[src/rtl/memSys_params.svh]
// Memory system parameters
// Widths, RAM depth, access latencies and reset stretch length

`ifndef MEM_SYS_PARAMS_SVH
`define MEM_SYS_PARAMS_SVH

// Entry address and data
`define MEM_ADDR_WIDTH 8
`define MEM_DATA_WIDTH 64

// Number of RAM entries
`define MEM_ENTRY_NUM (1 << `MEM_ADDR_WIDTH)

// Request tags, wrap modulo 16
`define MEM_SERIAL_WIDTH 4

// Cycles from an accepted request to its response
`define MEM_READ_LATENCY 3
`define MEM_WRITE_LATENCY 2

// Clock edges that reset is held after arstN is released
`define RST_HOLD_CYCLES 16

`endif

[src/rtl/MemSysTypes.sv]
// Memory system types
// Path types and the request, response and host load structs
// shared by the loader, the memory and the top level

`default_nettype none

`include "memSys_params.svh"

package MemSysTypes;

    // Basic paths
    typedef logic [`MEM_ADDR_WIDTH-1:0] AddrPath;
    typedef logic [`MEM_DATA_WIDTH-1:0] MemoryEntryDataPath;

    // Serials handed out to requests
    typedef logic [`MEM_SERIAL_WIDTH-1:0] MemAccessSerial;  // Reads
    typedef logic [`MEM_SERIAL_WIDTH-1:0] MemWriteSerial;   // Writes

    // One request on the memory port, re and we are exclusive
    typedef struct packed {
        logic               re;
        logic               we;
        AddrPath            addr;
        MemoryEntryDataPath writeData;
    } MemAccessReq;

    // Read data coming back after the read latency
    typedef struct packed {
        logic               valid;
        MemAccessSerial     serial;
        MemoryEntryDataPath data;
    } MemReadResp;

    // Write completion
    typedef struct packed {
        logic          valid;
        MemWriteSerial serial;
    } MemWriteResp;

    // One beat from the host while the program is loaded
    typedef struct packed {
        logic               we;
        AddrPath            addr;
        MemoryEntryDataPath data;
    } LoaderWrite;

endpackage : MemSysTypes

`default_nettype wire

[src/rtl/ProgramLoader.sv]
// Program loader
// Keeps the loaded flag and steers the memory port: host load beats
// become writes until loading is done, then the core owns the port

`timescale 1ns/1ps
`default_nettype none

module ProgramLoader (
    input  logic                     clk,
    input  logic                     arstN,
    input  logic                     rst,
    input  logic                     rstStart,
    input  MemSysTypes::LoaderWrite  hostLoad,
    input  logic                     hostDone,
    input  MemSysTypes::MemAccessReq coreReq,
    output MemSysTypes::MemAccessReq memReq,
    output logic                     programLoaded
);

    // Loaded state
    // Cleared through reset and once more by the start pulse, so beats
    // seen before reset ends do not finish the load
    always_ff @(posedge clk or negedge arstN) begin
        if (!arstN) begin
            programLoaded <= 1'b0;
        end else if (rst || rstStart) begin
            programLoaded <= 1'b0;
        end else if (hostDone) begin
            programLoaded <= 1'b1;
        end
    end

    // Port select, no added latency
    always_comb begin
        if (!programLoaded) begin
            memReq.re        = 1'b0;          // Host only writes
            memReq.we        = hostLoad.we;
            memReq.addr      = hostLoad.addr;
            memReq.writeData = hostLoad.data;
        end else begin
            memReq = coreReq;                 // Core request passes unchanged
        end
    end

    // Host beats after loading are dropped by the select above
    assert property (@(posedge clk) disable iff (rst)
        programLoaded |-> !hostLoad.we)
        else $warning("ProgramLoader: host write ignored after program load");

    // Core may never read and write in the same cycle
    assert property (@(posedge clk) disable iff (rst)
        !(coreReq.re && coreReq.we))
        else $error("ProgramLoader: coreReq sets re and we together");

endmodule : ProgramLoader

`default_nettype wire

[config.mk]
export PLATFORM = sky130hd
export DESIGN_NAME = ProgramLoader
export DESIGN_NICKNAME = d
export VERILOG_FILES = /design/src/rtl/MemSysTypes.sv /design/src/rtl/ProgramLoader.sv
export VERILOG_INCLUDE_DIRS = /design/src /design/src/rtl
export SDC_FILE = /design/constraint.sdc
export NUM_CORES = 1
export LEC_CHECK = 0
export ABC_AREA = 1
export BUFFER_PORTS_ARGS = -buffer_cell sky130_fd_sc_hd__buf_4
export CAP_MARGIN = 25
export CORE_AREA = 5 5 85 87
export CTS_CLUSTER_SIZE = 20
export DETAILED_ROUTE_END_ITERATION = 10
export DIE_AREA = 0 0 90 92
export SETUP_SLACK_MARGIN = 0.4
export SLEW_MARGIN = 20
export SYNTH_ARGS = -nofsm -noshare
export SYNTH_HDL_FRONTEND = slang
export SYNTH_SLANG_ARGS = --single-unit
[constraint.sdc]
create_clock -name clk -period 1.2 [get_ports clk]
set_input_delay 0.18 -clock clk [delete_from_list [all_inputs] [get_ports clk]]
set_output_delay 0.18 -clock clk [all_outputs]
set_load 0.05 [all_outputs]
==> run summary <==
fmax: 807 MHz
detailed-route via count: 2303
ranking of synthesized cells by area: nand2_1 (84%), buf_6 (5.7%), buf_2 (4.6%)
main combinational cell family by area after synthesis: simple AND/OR/NAND/NOR gates
sequential-to-total area share from yosys stat: 2.54%
Top reg by flops: programLoaded
crit path from: programLoaded
Die Height: 92 um
worst setup margin: -0.0387 ns
# IOs: 227
Clock Skew: 0 ns
outcome: finished, violations left
Slew Limit Fails: 0
Yosys cell types: 8
compound-cell area share of the yosys netlist: 0%
# DRC: 0
Final setup violation count: 42
Clock transition at path regs: 0 ns
post-route ant nets: 0
Net Count, Synth: 395
row count: 29
YS warnings: 0
WP data arrival: 1.06 ns
most used routing layer: met2
post-synth top area cell: nand2_1
layout cells sized above 1: 80.0%
diode count: 0
vias in the first global route: 2306
failing checks: setup timing
GR Overflow Total: 0
Synth Area in XOR/XNOR: 0%
Final Power: 2.42 mW
met2 Resource Use GR: 34.3%
peak supply drop: 0.400 mV
simple-gate share of the synthesized area: 84.9%
largest net degree at the start of global routing: 24
routed wire length: 8120 um
IO Port Bufs: 226
Detailed Route Iter0 Violations: 57
Hold Vio Cnt, Final: 0
Layout area overhead: 330%
Worst-Margin Slew: 0.170 ns
#FFs+latches synth: 1
Syn Std Cell Area: 986 sq um
met3 Use GR: 4.99%
Period Utilization, post-route: 103%
Leak: 2.31 nW
Worst R2R Start: programLoaded
mean area per synthesized cell: 4.06 sq um
core area: 0.00628 sq mm
final core utilization: 67.6%
max FFs per register: 1
Initial Util: 15.7%
multiplexer share of the synthesized area: 0%
Critical Path Source Type: register
crit-path max FO: 7
DIE WIDTH: 90 um
global-route wire length before repair: 11600 um
1st-pass router iterations: 4
RSZ-0062 raised after global routing: yes
Total GRT Usage: 16.6%
post-synthesis adder-cell area fraction: 0%
max_cap viols: 0
routing usage on met1: 17.4%
Total Nets Final: 623
Die Area: 0.00828 sq mm
PwrDens: 571 mW/mm^2
post-DR vias/cell: 4.22
biggest regs: programLoaded x1
kind of critical path: reg2out
gp weighted congestion: 0.772
max_slew headroom: 88.6%
setup tns final: -0.734 ns
Worst setup EP type: primary output
minimum clock period: 1.24 ns
drt wl/cell: 14.9 um
required time of the critical path: 1.02 ns
min-delay src: rstStart
clock latency on the worst-skew pair: 0 ns
Hold Path Class: in2reg
Mapped Cells: 243
area share of the largest cell type after synthesis: 84.1%
initial antenna violation count: 0
Final HPWL DP: 6280 um
-- routing by layer --
| metal | routed length [um] | part of all wire [%] |
|---|---|---|
| met3 | 694 | 8.5 |
| met2 | 4750 | 58 |
| met5 | 0 | 0 |
| met1 | 2660 | 33 |
| met4 | 21 | 0.26 |
-- area by class of cell --
type / instances / area, sq um
Timing Repair Buffer: 241 / 2470
Fill cell: 520 / 2030
Multi-Input combinational cell: 223 / 1630
Tap cell: 77 / 96.3
Sequential cell: 1 / 26.3
Inverter: 4 / 23.8
-- cell usage in the layout (no fill, tap or decap), drive strengths merged --
cell	instances
nand2	221
clkinv	1
clkinvlp	1
clkbuf	4
dlygate4sd3	1
buf	236
inv	2
dfrtp	1
nor2	2
-- repair_timing --
action	in CTS	in global routing
setup endpoints to repair	76	76
buffers inserted	0	0
pin swaps	0	0
hold buffers	1	0
resized for setup	110	103
hold endpoints to repair	1	0
cloned	1	4
-- worst max-delay path: stages (launching register included) --
cell        delay [ns]
dfrtp_2           0.43
buf_12            0.17
clkbuf_16         0.17
nand2_4           0.06
clkinvlp_4        0.07
buf_6             0.15
-- power breakdown --
group	total [mW]	internal [mW]	switching (mW)	leakage, nW
Sequential	0.0394	0.0362	0.00319	0.0119
Combinational	2.38	1.07	1.32	2.30
Clock	0	0	0	0
Total	2.42	1.10	1.32	2.31
-- metrics by stage --
stage,instance area (sq um),instances,worst slack (ns),hold WS [ns]
2_1_floorplan,1550,243,-0.113,-0.116
3_3_place_gp,3360,540,-0.0617,-0.0376
3_5_place_dp,3360,540,-0.0731,-0.0383
4_1_cts,3780,542,-0.0329,0.417
5_1_grt,4240,546,-0.0669,0.430
6_report,4240,546,-0.0387,0.411
-- cell usage after synthesis --
| cell type | number |
|---|---|
| nand2_1 | 221 |
| inv_2 | 1 |
| nor2_1 | 2 |
| buf_6 | 5 |
| buf_4 | 1 |
| buf_2 | 9 |
| dfrtp_1 | 1 |
| inv_1 | 3 |
-- logic make-up after synthesis --
group | Yosys count
buffers and inverters | 19
DFF | 1
and+or+nand+nor | 223
-- final timing paths --
kind | cells after the start | to | slack [ns]
setup / recovery | 5 | memReq[73] | -0.04
hold / removal | 4 | programLoaded | 0.41
setup reg to reg | 4 | programLoaded | 0.20
hold reg to reg | 4 | programLoaded | 0.92
max in group asynchronous | 2 | programLoaded | 0.56
min in group asynchronous | 2 | programLoaded | 0.55
(Power assumes the default switching activity.)
