File: src/rtl/memSys_params.svh
// Memory system parameters
// Widths, RAM depth, access latencies and reset stretch length

`ifndef MEM_SYS_PARAMS_SVH
`define MEM_SYS_PARAMS_SVH

// Entry address and data
`define MEM_ADDR_WIDTH 8
`define MEM_DATA_WIDTH 64

// Number of RAM entries
`define MEM_ENTRY_NUM (1 << `MEM_ADDR_WIDTH)

// Request tags, wrap modulo 16
`define MEM_SERIAL_WIDTH 4

// Cycles from an accepted request to its response
`define MEM_READ_LATENCY 3
`define MEM_WRITE_LATENCY 2

// Clock edges that reset is held after arstN is released
`define RST_HOLD_CYCLES 16

`endif

File: src/rtl/ResetController.sv
// Reset controller
// Holds rst for a fixed number of edges after arstN is released,
// then pulses rstStart for the first cycle out of reset

`timescale 1ns/1ps
`default_nettype none

`include "memSys_params.svh"

module ResetController (
    input  logic clk,
    input  logic arstN,
    output logic rst,
    output logic rstStart
);

    localparam int HOLD_CNT_WIDTH = $clog2(`RST_HOLD_CYCLES);

    logic [HOLD_CNT_WIDTH-1:0] holdCnt;
    logic                      holdDone;

    // Last edge of the hold window
    assign holdDone = (holdCnt == HOLD_CNT_WIDTH'(`RST_HOLD_CYCLES - 1));

    always_ff @(posedge clk or negedge arstN) begin
        if (!arstN) begin
            holdCnt  <= '0;
            rst      <= 1'b1;
            rstStart <= 1'b0;
        end else begin
            rstStart <= rst && holdDone;  // Rises together with rst falling
            if (rst) begin
                if (holdDone) begin
                    rst <= 1'b0;
                end else begin
                    holdCnt <= holdCnt + 1'b1;
                end
            end
        end
    end

    // The start pulse belongs to the first cycle after the hold window
    assert property (@(posedge clk) disable iff (!arstN)
        rstStart |-> (!rst && $past(rst)))
        else $error("ResetController: rstStart outside the reset release cycle");

endmodule : ResetController

`default_nettype wire

File: config.mk
export PLATFORM = sky130hd
export DESIGN_NAME = ResetController
export DESIGN_NICKNAME = d
export VERILOG_FILES = /design/src/rtl/ResetController.sv
export VERILOG_INCLUDE_DIRS = /design/src /design/src/rtl
export SDC_FILE = /design/constraint.sdc
export NUM_CORES = 1
export LEC_CHECK = 0
export ABC_AREA = 1
export BUFFER_PORTS_ARGS = -buffer_cell sky130_fd_sc_hd__buf_2
export CELL_PAD_IN_SITES_DETAIL_PLACEMENT = 1
export CELL_PAD_IN_SITES_GLOBAL_PLACEMENT = 1
export CORE_AREA = 2 2 39 41
export DETAILED_ROUTE_END_ITERATION = 8
export DIE_AREA = 0 0 41 43
export GPL_ROUTABILITY_DRIVEN = 0
export PLACE_DENSITY = 0.47
export SLEW_MARGIN = 0
export SYNTH_ARGS = -nofsm -noshare
export SYNTH_HDL_FRONTEND = slang
export SYNTH_SLANG_ARGS = --single-unit
File: constraint.sdc
create_clock -name clk -period 1 [get_ports clk]
set_input_delay 0.1 -clock clk [delete_from_list [all_inputs] [get_ports clk]]
set_output_delay 0.1 -clock clk [all_outputs]
set_load 0.03 [all_outputs]
==> impl_metrics.json, run 1 <==
{
  "antenna_found_initial": 0,
  "core_um2": 1384,
  "synth_edf_count": 0,
  "wl_um": 670,
  "yosys.area.top_type": "dfrtp_1",
  "ir_worst_vdd_mv": 0.6157,
  "required_ps": 1150,
  "instances_no_fill": 57,
  "viasPerCell": 4.193,
  "ys_types": 14,
  "cts_tree": "built",
  "met3_usage_pct": 7.853,
  "reg2reg_from": "holdCnt[0]",
  "insertion_delay_ps": 260,
  "cts.root.buffer_cell": "clkbuf_4",
  "nFillCells": 162,
  "slew_headroom_pct": 84.99,
  "timing_worst_setup_path_type": "flip-flop to flip-flop",
  "synth_common_cells": "nand2_1, dfrtp_1, inv_1",
  "path_clk_slew_ps": 50,
  "drive_above_1_share_pct": 48.78,
  "regArea_um2": 151.4,
  "synthToLayoutAreaGrowth_pct": 54.30,
  "startpoint": "holdCnt[0]",
  "ys_seq_area_share_pct": 54.75,
  "place_inst": 49,
  "tightest_slew_ps": 225.1,
  "grt_busiest_layer": "met2",
  "rsz0062_at_grt": "yes",
  "postSynthCellCount": 28,
  "grtUsageMet2_pct": 15.31,
  "stdcell_area_um2": 426.7,
  "synth_area_leaders": "dfrtp_1, nand2_1, dfstp_2",
  "arrival_ps": 1180,
  "place_hpwl_um": 429.4,
  "ys.flop_type": "dfrtp_1",
  "io-pin-count": 4,
  "synth_top_area_share_pct": 45.25,
  "p_clk_share_pct": 50.6,
  "violations": "setup timing",
  "cts_sinks": 6,
  "power_switching_share_pct": 21.88,
  "multi_input_area_um2": 135.1,
  "wl_per_cell_um": 11.75,
  "hold_ws_ps": 205.2,
  "die_y_um": 43,
  "pwr-share-seq_pct": 47.6,
  "hold_violations": 0,
  "setup_ws_ps": -30.91,
  "avgSynthCellArea_um2": 9.876,
  "yosysWarnings": 0,
  "num_vias": 239,
  "slew_viol_final": 0,
  "hp-class": "primary input to asynchronous set/reset pin",
  "async_reset_ff_share_pct": 100.0,
  "grt_pass1_wl_um": 1131,
  "cts.path.max_buffers": 2,
  "ys_seq_elements": 6,
  "place_area_um2": 329.1,
  "p_switching_mw": 0.1120,
  "yosysMostFrequentCell": "nand2_1",
  "grt_use_met1_pct": 9.868,
  "syn_area_um2": 276.5,
  "status": "finished with violations",
  "cts_made_buffers": 3,
  "drt_iter0_markers": 3,
  "fmax_mhz": 970.0,
  "intPower_mw": 0.3998,
  "start_util_pct": 19.98,
  "grt_max_degree": 7,
  "remaining_drc_errors": 0,
  "rows": 14,
  "p_total_mw": 0.5118,
  "power_density_nw_per_um2": 1199,
  "cts_max_level": 1,
  "n_antenna_cell": 0,
  "setup_violations": 5,
  "die_w_um": 41,
  "maxCapViolations": 0,
  "drtPass1Iterations": 2,
  "grt.overflow.total": 0,
  "ant_nets": 0,
  "period_needed_ps": 1031,
  "worstPathMaxFanout": 4,
  "grt_util_all_layers_pct": 10.72,
  "finClkSkew_ps": 4.523,
  "io_buffers": 3,
  "post-place-ws_ps": -39.79,
  "fin_nets": 45,
  "finalCritPeriodShare_pct": 103.1,
  "die-area_um2": 1763,
  "grt_pass1_vias": 261,
  "end_kind": "flip-flop",
  "start_kind": "flip-flop",
  "synth_nets": 31,
  "combPwrFrac_pct": 1.8,
  "p_leak_nw": 0.2114
}
[placed cells by master (no fill, tap or decap)]
cell type,netlist,final
nand2_1,8,6
dfrtp_1,5,5
inv_1,3,3
nand2_2,1,3
clkbuf_4,0,3
buf_6,0,3
buf_4,0,3
nand4_1,2,2
buf_2,0,2
nand3_4,0,1
nor2_2,0,1
nand2_4,1,1
inv_4,1,1
xnor2_1,1,1
a21o_1,1,1
nand3_1,1,1
ha_4,0,1
clkbuf_1,0,1
dlygate4sd3_1,0,1
dfstp_2,1,1
[timing repair]
item	4_1_cts	5_1_grt
setup buffers	3	1
hold endpoints to repair	6	0
resized for setup	3	6
hold buffers	1	0
endpoints found under the setup margin	4	6
pin swaps	1	6
[flip-flops by register name, summed over array words and instances (netlist names)]
name,flops
holdCnt,4
rstStart,1
rst,1
[worst max-delay path, stage by stage, from the launching register on]
cell     delay [ps]
dfrtp_1         410
ha_4            180
nand3_4          90
nand2_4         120
inv_4            50
nand2_2          50
nand2_2          40
[stage by stage]
step	TNS [ps]	utilization, %
after CTS	-75.29	28.66
after detailed placement	-61.10	23.78
final	-126.9	30.83
after floorplan	-2.211	-
after global routing	-353.9	30.83
after global placement	-5.025	23.78
[final timing paths]
| path | cells past startpoint | end | slack [ps] |
|---|---|---|---|
| min in group clk | 2 | holdCnt[3] | 600 |
| max reg2reg | 6 | holdCnt[1] | -30 |
| min reg2reg | 2 | holdCnt[3] | 600 |
| max in group asynchronous | 2 | rst | 560 |
| max | 6 | holdCnt[1] | -30 |
| min | 2 | holdCnt[1] | 210 |
[cells by family after synthesis]
| kind of cell | Yosys count | share of synthesized area (%) |
|---|---|---|
| simple gates | 15 | 28.50 |
| flops | 6 | 54.75 |
| buf+inv | 4 | 6.336 |
| compound gates | 1 | 2.716 |
| xor+xnor | 1 | 3.168 |
| fa+ha+maj | 1 | 4.524 |
[routing by layer]
layer	wire length [um]	up-vias
met5	0	-
met4	25	0
met3	41	4
met2	324	7
met1	278	113
li1	-	115
[power groups by stage]
stage,Clock (mW),Combinational [mW],Sequential [mW]
after detailed placement,0,0.00665,0.247
after global placement,0,0.00638,0.247
after CTS,0.274,0.00965,0.243
final,0.259,0.00946,0.243
after global routing,0.295,0.0108,0.243
after floorplan,0,0.0000000680,0.247
[area by class of cell]
type | count | share of cell area, %
Clock buffer | 4 | 6.158
Multi-Input combinational cell | 18 | 31.67
Sequential cell | 6 | 35.48
Tap cell | 16 | 4.692
Timing Repair Buffer | 9 | 17.89
Inverter | 4 | 4.106
(Power assumes the default switching activity.)
==> run 2: changes to the inputs <==
Settings changed: ABC_AREA 1 to 0, PLACE_DENSITY 0.47 to 0.46.
==> impl_metrics.json, run 2 <==
{
  "status": "finished with violations",
  "slew_viol_final": 0,
  "insertion_delay_ps": 250,
  "regArea_um2": 151.4,
  "timing_worst_setup_path_type": "flip-flop to output port",
  "cts.root.buffer_cell": "clkbuf_4",
  "fin_nets": 43,
  "cts_made_buffers": 3,
  "ir_worst_vdd_mv": 0.4136,
  "largest_reg_flops": 4,
  "postSynthCellCount": 24,
  "stdcell_area_um2": 439.2,
  "grt_pass1_wl_um": 1214,
  "wl_um": 720,
  "synth_top_area_share_pct": 45.66,
  "reg2reg_from": "holdCnt[1]",
  "finClkSkew_ps": 11.62,
  "avgSynthCellArea_um2": 11.42,
  "cp-endpoint": "rst",
  "start_kind": "flip-flop",
  "setup_ws_ps": -112.5,
  "cp.depth": 2,
  "rsz0062_at_grt": "yes",
  "r2r_setup_slack_ps": -100,
  "maxCapViolations": 0,
  "finalCritPeriodShare_pct": 111.2,
  "p_leak_nw": 0.2003,
  "rows": 14,
  "ys_types": 13,
  "slew_headroom_pct": 83.88,
  "end_kind": "output port",
  "drive_above_1_share_pct": 48.72,
  "grt_pass1_vias": 277,
  "place_hpwl_um": 491.5,
  "hold_violations": 0,
  "syn_area_um2": 274.0,
  "die_y_um": 43,
  "crit_top_cell": "buf_6",
  "cts_max_level": 1,
  "synth_edf_count": 0,
  "fmax_mhz": 898.9,
  "drtPass1Iterations": 4,
  "die_w_um": 41,
  "antenna_found_initial": 0,
  "grt_max_degree": 7,
  "path_clk_slew_ps": 50,
  "yosysMostFrequentCell": "dfrtp_1",
  "die-area_um2": 1763,
  "synth_area_leaders": "dfrtp_1, dfstp_2, nand2b_1",
  "rr_endpoint": "holdCnt[3]",
  "largest_registers": "holdCnt (4), rst (1), rstStart (1)",
  "viasPerCell": 4.382,
  "async_reset_ff_share_pct": 100.0,
  "nFillCells": 160,
  "drt_iter0_markers": 7,
  "synth_nets": 27,
  "ys.flop_type": "dfrtp_1",
  "final_cell_mix": "buf_4, dfrtp_1, nand2b_1, nand4_1, clkbuf_4",
  "yosysWarnings": 0,
  "startpoint": "rst",
  "cts_tree": "built",
  "ant_nets": 0,
  "wl_per_cell_um": 13.09,
  "reg2reg_depth": 3,
  "yosys.area.top_type": "dfrtp_1",
  "setup_violations": 6,
  "crit_family": "flip-flops",
  "cts.path.max_buffers": 2,
  "violations": "setup timing",
  "n_antenna_cell": 0,
  "power_density_nw_per_um2": 1132,
  "synthToLayoutAreaGrowth_pct": 60.27,
  "cp_cell_sequence": "buf_6 -> buf_6",
  "top_register": "holdCnt",
  "mostFrequentLayoutCell": "buf_4",
  "period_needed_ps": 1112,
  "place_area_um2": 349.1,
  "io-pin-count": 4,
  "tightest_slew_ps": 241.8,
  "io_buffers": 3,
  "hold_ws_ps": 201.1,
  "crit_slowest_cell": "dfstp_2",
  "multi_input_area_um2": 153.9,
  "num_vias": 241,
  "core_um2": 1384,
  "grt.overflow.total": 0,
  "remaining_drc_errors": 0,
  "critical_path.max_stage_delay_ps": 540,
  "ys_seq_elements": 6,
  "ys_seq_area_share_pct": 55.25,
  "arrival_ps": 1010,
  "synth_common_cells": "dfrtp_1, nand2b_1, nand4_1",
  "critPathBufInv": 2,
  "hp-class": "primary input to asynchronous set/reset pin",
  "worstPathMaxFanout": 5,
  "cts_sinks": 6,
  "grt_util_all_layers_pct": 11.10,
  "start_util_pct": 19.80,
  "required_ps": 900
}
## run 2: cell types whose count changed after synthesis, moves of 2 or more
cell / delta
nor2b_1: +2
nand2b_1: +4
o211ai_1: +2
nand2_1: -7
inv_1: -3
## run 2: how the worst min path moves through the flow
stage                     startpoint          to  cells after the start  slack [ps]
after global placement         arstN  holdCnt[1]                      1         -70
after CTS                      arstN  holdCnt[1]                      2         200
after floorplan                arstN  holdCnt[0]                      0        -200
after detailed placement       arstN  holdCnt[1]                      1         -60
final                          arstN  holdCnt[1]                      2         200
after global routing           arstN  holdCnt[1]                      2         220
## run 2: routing by layer
| metal | vias to the layer above | GRT usage, % | wire length [um] |
|---|---|---|---|
| met5 | - | 0 | 0 |
| met4 | 0 | 8.000 | 10 |
| met3 | 2 | 4.712 | 40 |
| met2 | 8 | 15.63 | 352 |
| met1 | 113 | 12.75 | 317 |
| li1 | 118 | - | - |
## run 2: through the flow
| stage | utilization, % | power, mW | instances | setup slack (ps) | setup TNS [ps] |
|---|---|---|---|---|---|
| 2_1_floorplan | - | 0.2473 | 24 | -207.8 | -318.4 |
| 3_3_place_gp | 25.23 | 0.2538 | 48 | -95.40 | -258.2 |
| 3_5_place_dp | 25.23 | 0.2541 | 48 | -127.7 | -490.2 |
| 4_1_cts | 31.74 | 0.5094 | 55 | -117.7 | -454.7 |
| 5_1_grt | 31.74 | 0.5353 | 55 | -142.0 | -615.9 |
| 6_report | 31.74 | 0.4973 | 55 | -112.5 | -457.0 |
## run 2: cell families after synthesis
| kind of cell | count (synthesis) | share of synthesized area [%] |
|---|---|---|
| muxes | 1 | 4.109 |
| AOI/OAI and AO/OA | 4 | 9.587 |
| and+or+nand+nor | 12 | 26.48 |
| DFF | 6 | 55.25 |
| adders and majority gates | 1 | 4.565 |
## run 2: final cells by class
class | instances | share of cell area (%)
tap | 16 | 4.558
multi-input combinational | 18 | 35.04
clock buffer | 4 | 5.983
timing repair buffer | 11 | 19.94
sequential | 6 | 34.47
## run 2: worst reg2reg max path, cell delays in order (launching register included)
cell	delay (ps)
dfrtp_1	410
ha_4	190
nand2b_4	130
mux2_4	260
## run 2: report_power, final
| part | switching, mW | internal [mW] |
|---|---|---|
| combinational | 0.00514 | 0.00397 |
| clock | 0.0932 | 0.151 |
| sequential | 0 | 0.244 |
## run 2: repair_timing
action | 4_1_cts | 5_1_grt
hold buffers | 1 | 0
hold endpoints to repair | 6 | 0
setup endpoints to repair | 7 | 6
buffers inserted | 2 | 0
cloned | 0 | 0
gates resized for setup | 9 | 0
pin swaps | 4 | 2
==> run 3: changes to the inputs <==
Settings changed: PLACE_DENSITY 0.46 to 0.54.
==> impl_metrics.json, run 3 (synthesized netlist as in run 2, its figures left out) <==
{
  "crit_slowest_cell": "dfrtp_1",
  "cts_made_buffers": 3,
  "antenna_found_initial": 0,
  "arrival_ps": 1260,
  "nFillCells": 163,
  "slew_headroom_pct": 83.33,
  "instances_no_fill": 55,
  "cts.root.buffer_cell": "clkbuf_4",
  "synthToLayoutAreaGrowth_pct": 55.25,
  "violations": "setup timing",
  "post-place-ws_ps": -140.4,
  "hold_ws_ps": 192.7,
  "place_inst": 48,
  "grt_pass1_vias": 286,
  "start_util_pct": 19.80,
  "start_kind": "flip-flop",
  "finalCritPeriodShare_pct": 111.7,
  "cp-endpoint": "holdCnt[3]",
  "drtPass1Iterations": 1,
  "cts_max_level": 1,
  "rows": 14,
  "core_um2": 1384,
  "stdcell_area_um2": 425.4,
  "fin_nets": 43,
  "regArea_um2": 151.4,
  "final_cell_mix": "buf_4, dfrtp_1, nand2b_1, nand4_1, clkbuf_4",
  "reg2reg_from": "holdCnt[1]",
  "cts.path.max_buffers": 2,
  "grt_max_degree": 7,
  "cp_cell_sequence": "ha_2 -> nand2b_4 -> mux2_4",
  "power_density_nw_per_um2": 1207,
  "mostFrequentLayoutCell": "buf_4",
  "ant_nets": 0,
  "timing_worst_setup_path_type": "flip-flop to flip-flop",
  "reg2reg_depth": 3,
  "status": "finished with violations",
  "worstPathMaxFanout": 4,
  "insertion_delay_ps": 260,
  "required_ps": 1140,
  "hp-class": "primary input to asynchronous set/reset pin",
  "wl_per_cell_um": 13.53,
  "setup_ws_ps": -116.9,
  "tightest_slew_ps": 250.0,
  "finClkSkew_ps": 10.99,
  "top_register": "holdCnt",
  "num_vias": 244,
  "grt.overflow.total": 0,
  "die-area_um2": 1763,
  "io-pin-count": 4,
  "cts_tree": "built",
  "path_clk_slew_ps": 60,
  "die_w_um": 41,
  "n_antenna_cell": 0,
  "remaining_drc_errors": 0,
  "p_leak_nw": 0.2003,
  "fmax_mhz": 895.3,
  "post-route-util_pct": 30.74,
  "r2r_setup_slack_ps": -120,
  "viasPerCell": 4.436,
  "drt_iter0_markers": 0,
  "place_area_um2": 349.1,
  "cts_sinks": 6,
  "p_total_mw": 0.5136,
  "multi_input_area_um2": 140.1,
  "critical_path.max_stage_delay_ps": 380,
  "finalSetupTns_ps": -582.1,
  "grt_util_all_layers_pct": 11.58,
  "end_kind": "flip-flop",
  "grt_pass1_wl_um": 1255,
  "wl_um": 744,
  "slew_viol_final": 0,
  "rr_endpoint": "holdCnt[3]",
  "maxCapViolations": 0,
  "largest_reg_flops": 4,
  "rsz0062_at_grt": "yes",
  "period_needed_ps": 1117,
  "die_y_um": 43,
  "io_buffers": 3,
  "setup_violations": 7,
  "startpoint": "holdCnt[1]",
  "hold_violations": 0,
  "largest_registers": "holdCnt (4), rst (1), rstStart (1)",
  "ir_worst_vdd_mv": 0.3466,
  "drive_above_1_share_pct": 48.72
}
## run 3: cell counts in the layout (fill, tap and decap cells not counted)
No cell type changed its count.
## run 3: final cells by class
cell class / instances / share of cell area, %
timing repair buffer: 11 / 20.59
tap: 16 / 4.706
clock buffer: 4 / 6.176
sequential: 6 / 35.59
multi-input combinational: 18 / 32.94
## run 3: worst min path at each step
stage / start / endpoint / slack, ps / cells past startpoint
2_1_floorplan: arstN / holdCnt[0] / -200 / 0
5_1_grt: arstN / holdCnt[0] / 230 / 2
3_5_place_dp: arstN / holdCnt[0] / -60 / 1
3_3_place_gp: arstN / holdCnt[0] / -70 / 1
6_report: arstN / holdCnt[0] / 190 / 2
4_1_cts: arstN / holdCnt[0] / 190 / 2
## run 3: critical path, delay by kind of cell (launching register included)
family	cells	cell delay (ps)
flip-flops	1	380
AND/OR/NAND/NOR	1	130
adder cells (fa/ha/maj)	1	210
multiplexers	1	270
## run 3: repair_timing
item	in CTS	in global routing
gates resized for setup	5	2
hold buffers	1	0
endpoints found under the setup margin	7	7
hold endpoints to repair	6	0
pin swaps	1	1
setup buffers	2	0
## run 3: power by group
group / switching (mW) / internal, mW
Sequential: 0 / 0.243
Clock: 0.109 / 0.153
Combinational: 0.00527 / 0.00397
## run 3: layer usage
| metal | routed length [um] | up-vias | global-route usage (%) |
|---|---|---|---|
| met3 | 33 | 0 | 3.141 |
| met1 | 280 | 122 | 12.34 |
| met2 | 429 | 4 | 17.50 |
| li1 | - | 118 | - |
| met5 | 0 | - | 0 |
| met4 | 0 | 0 | 10.00 |
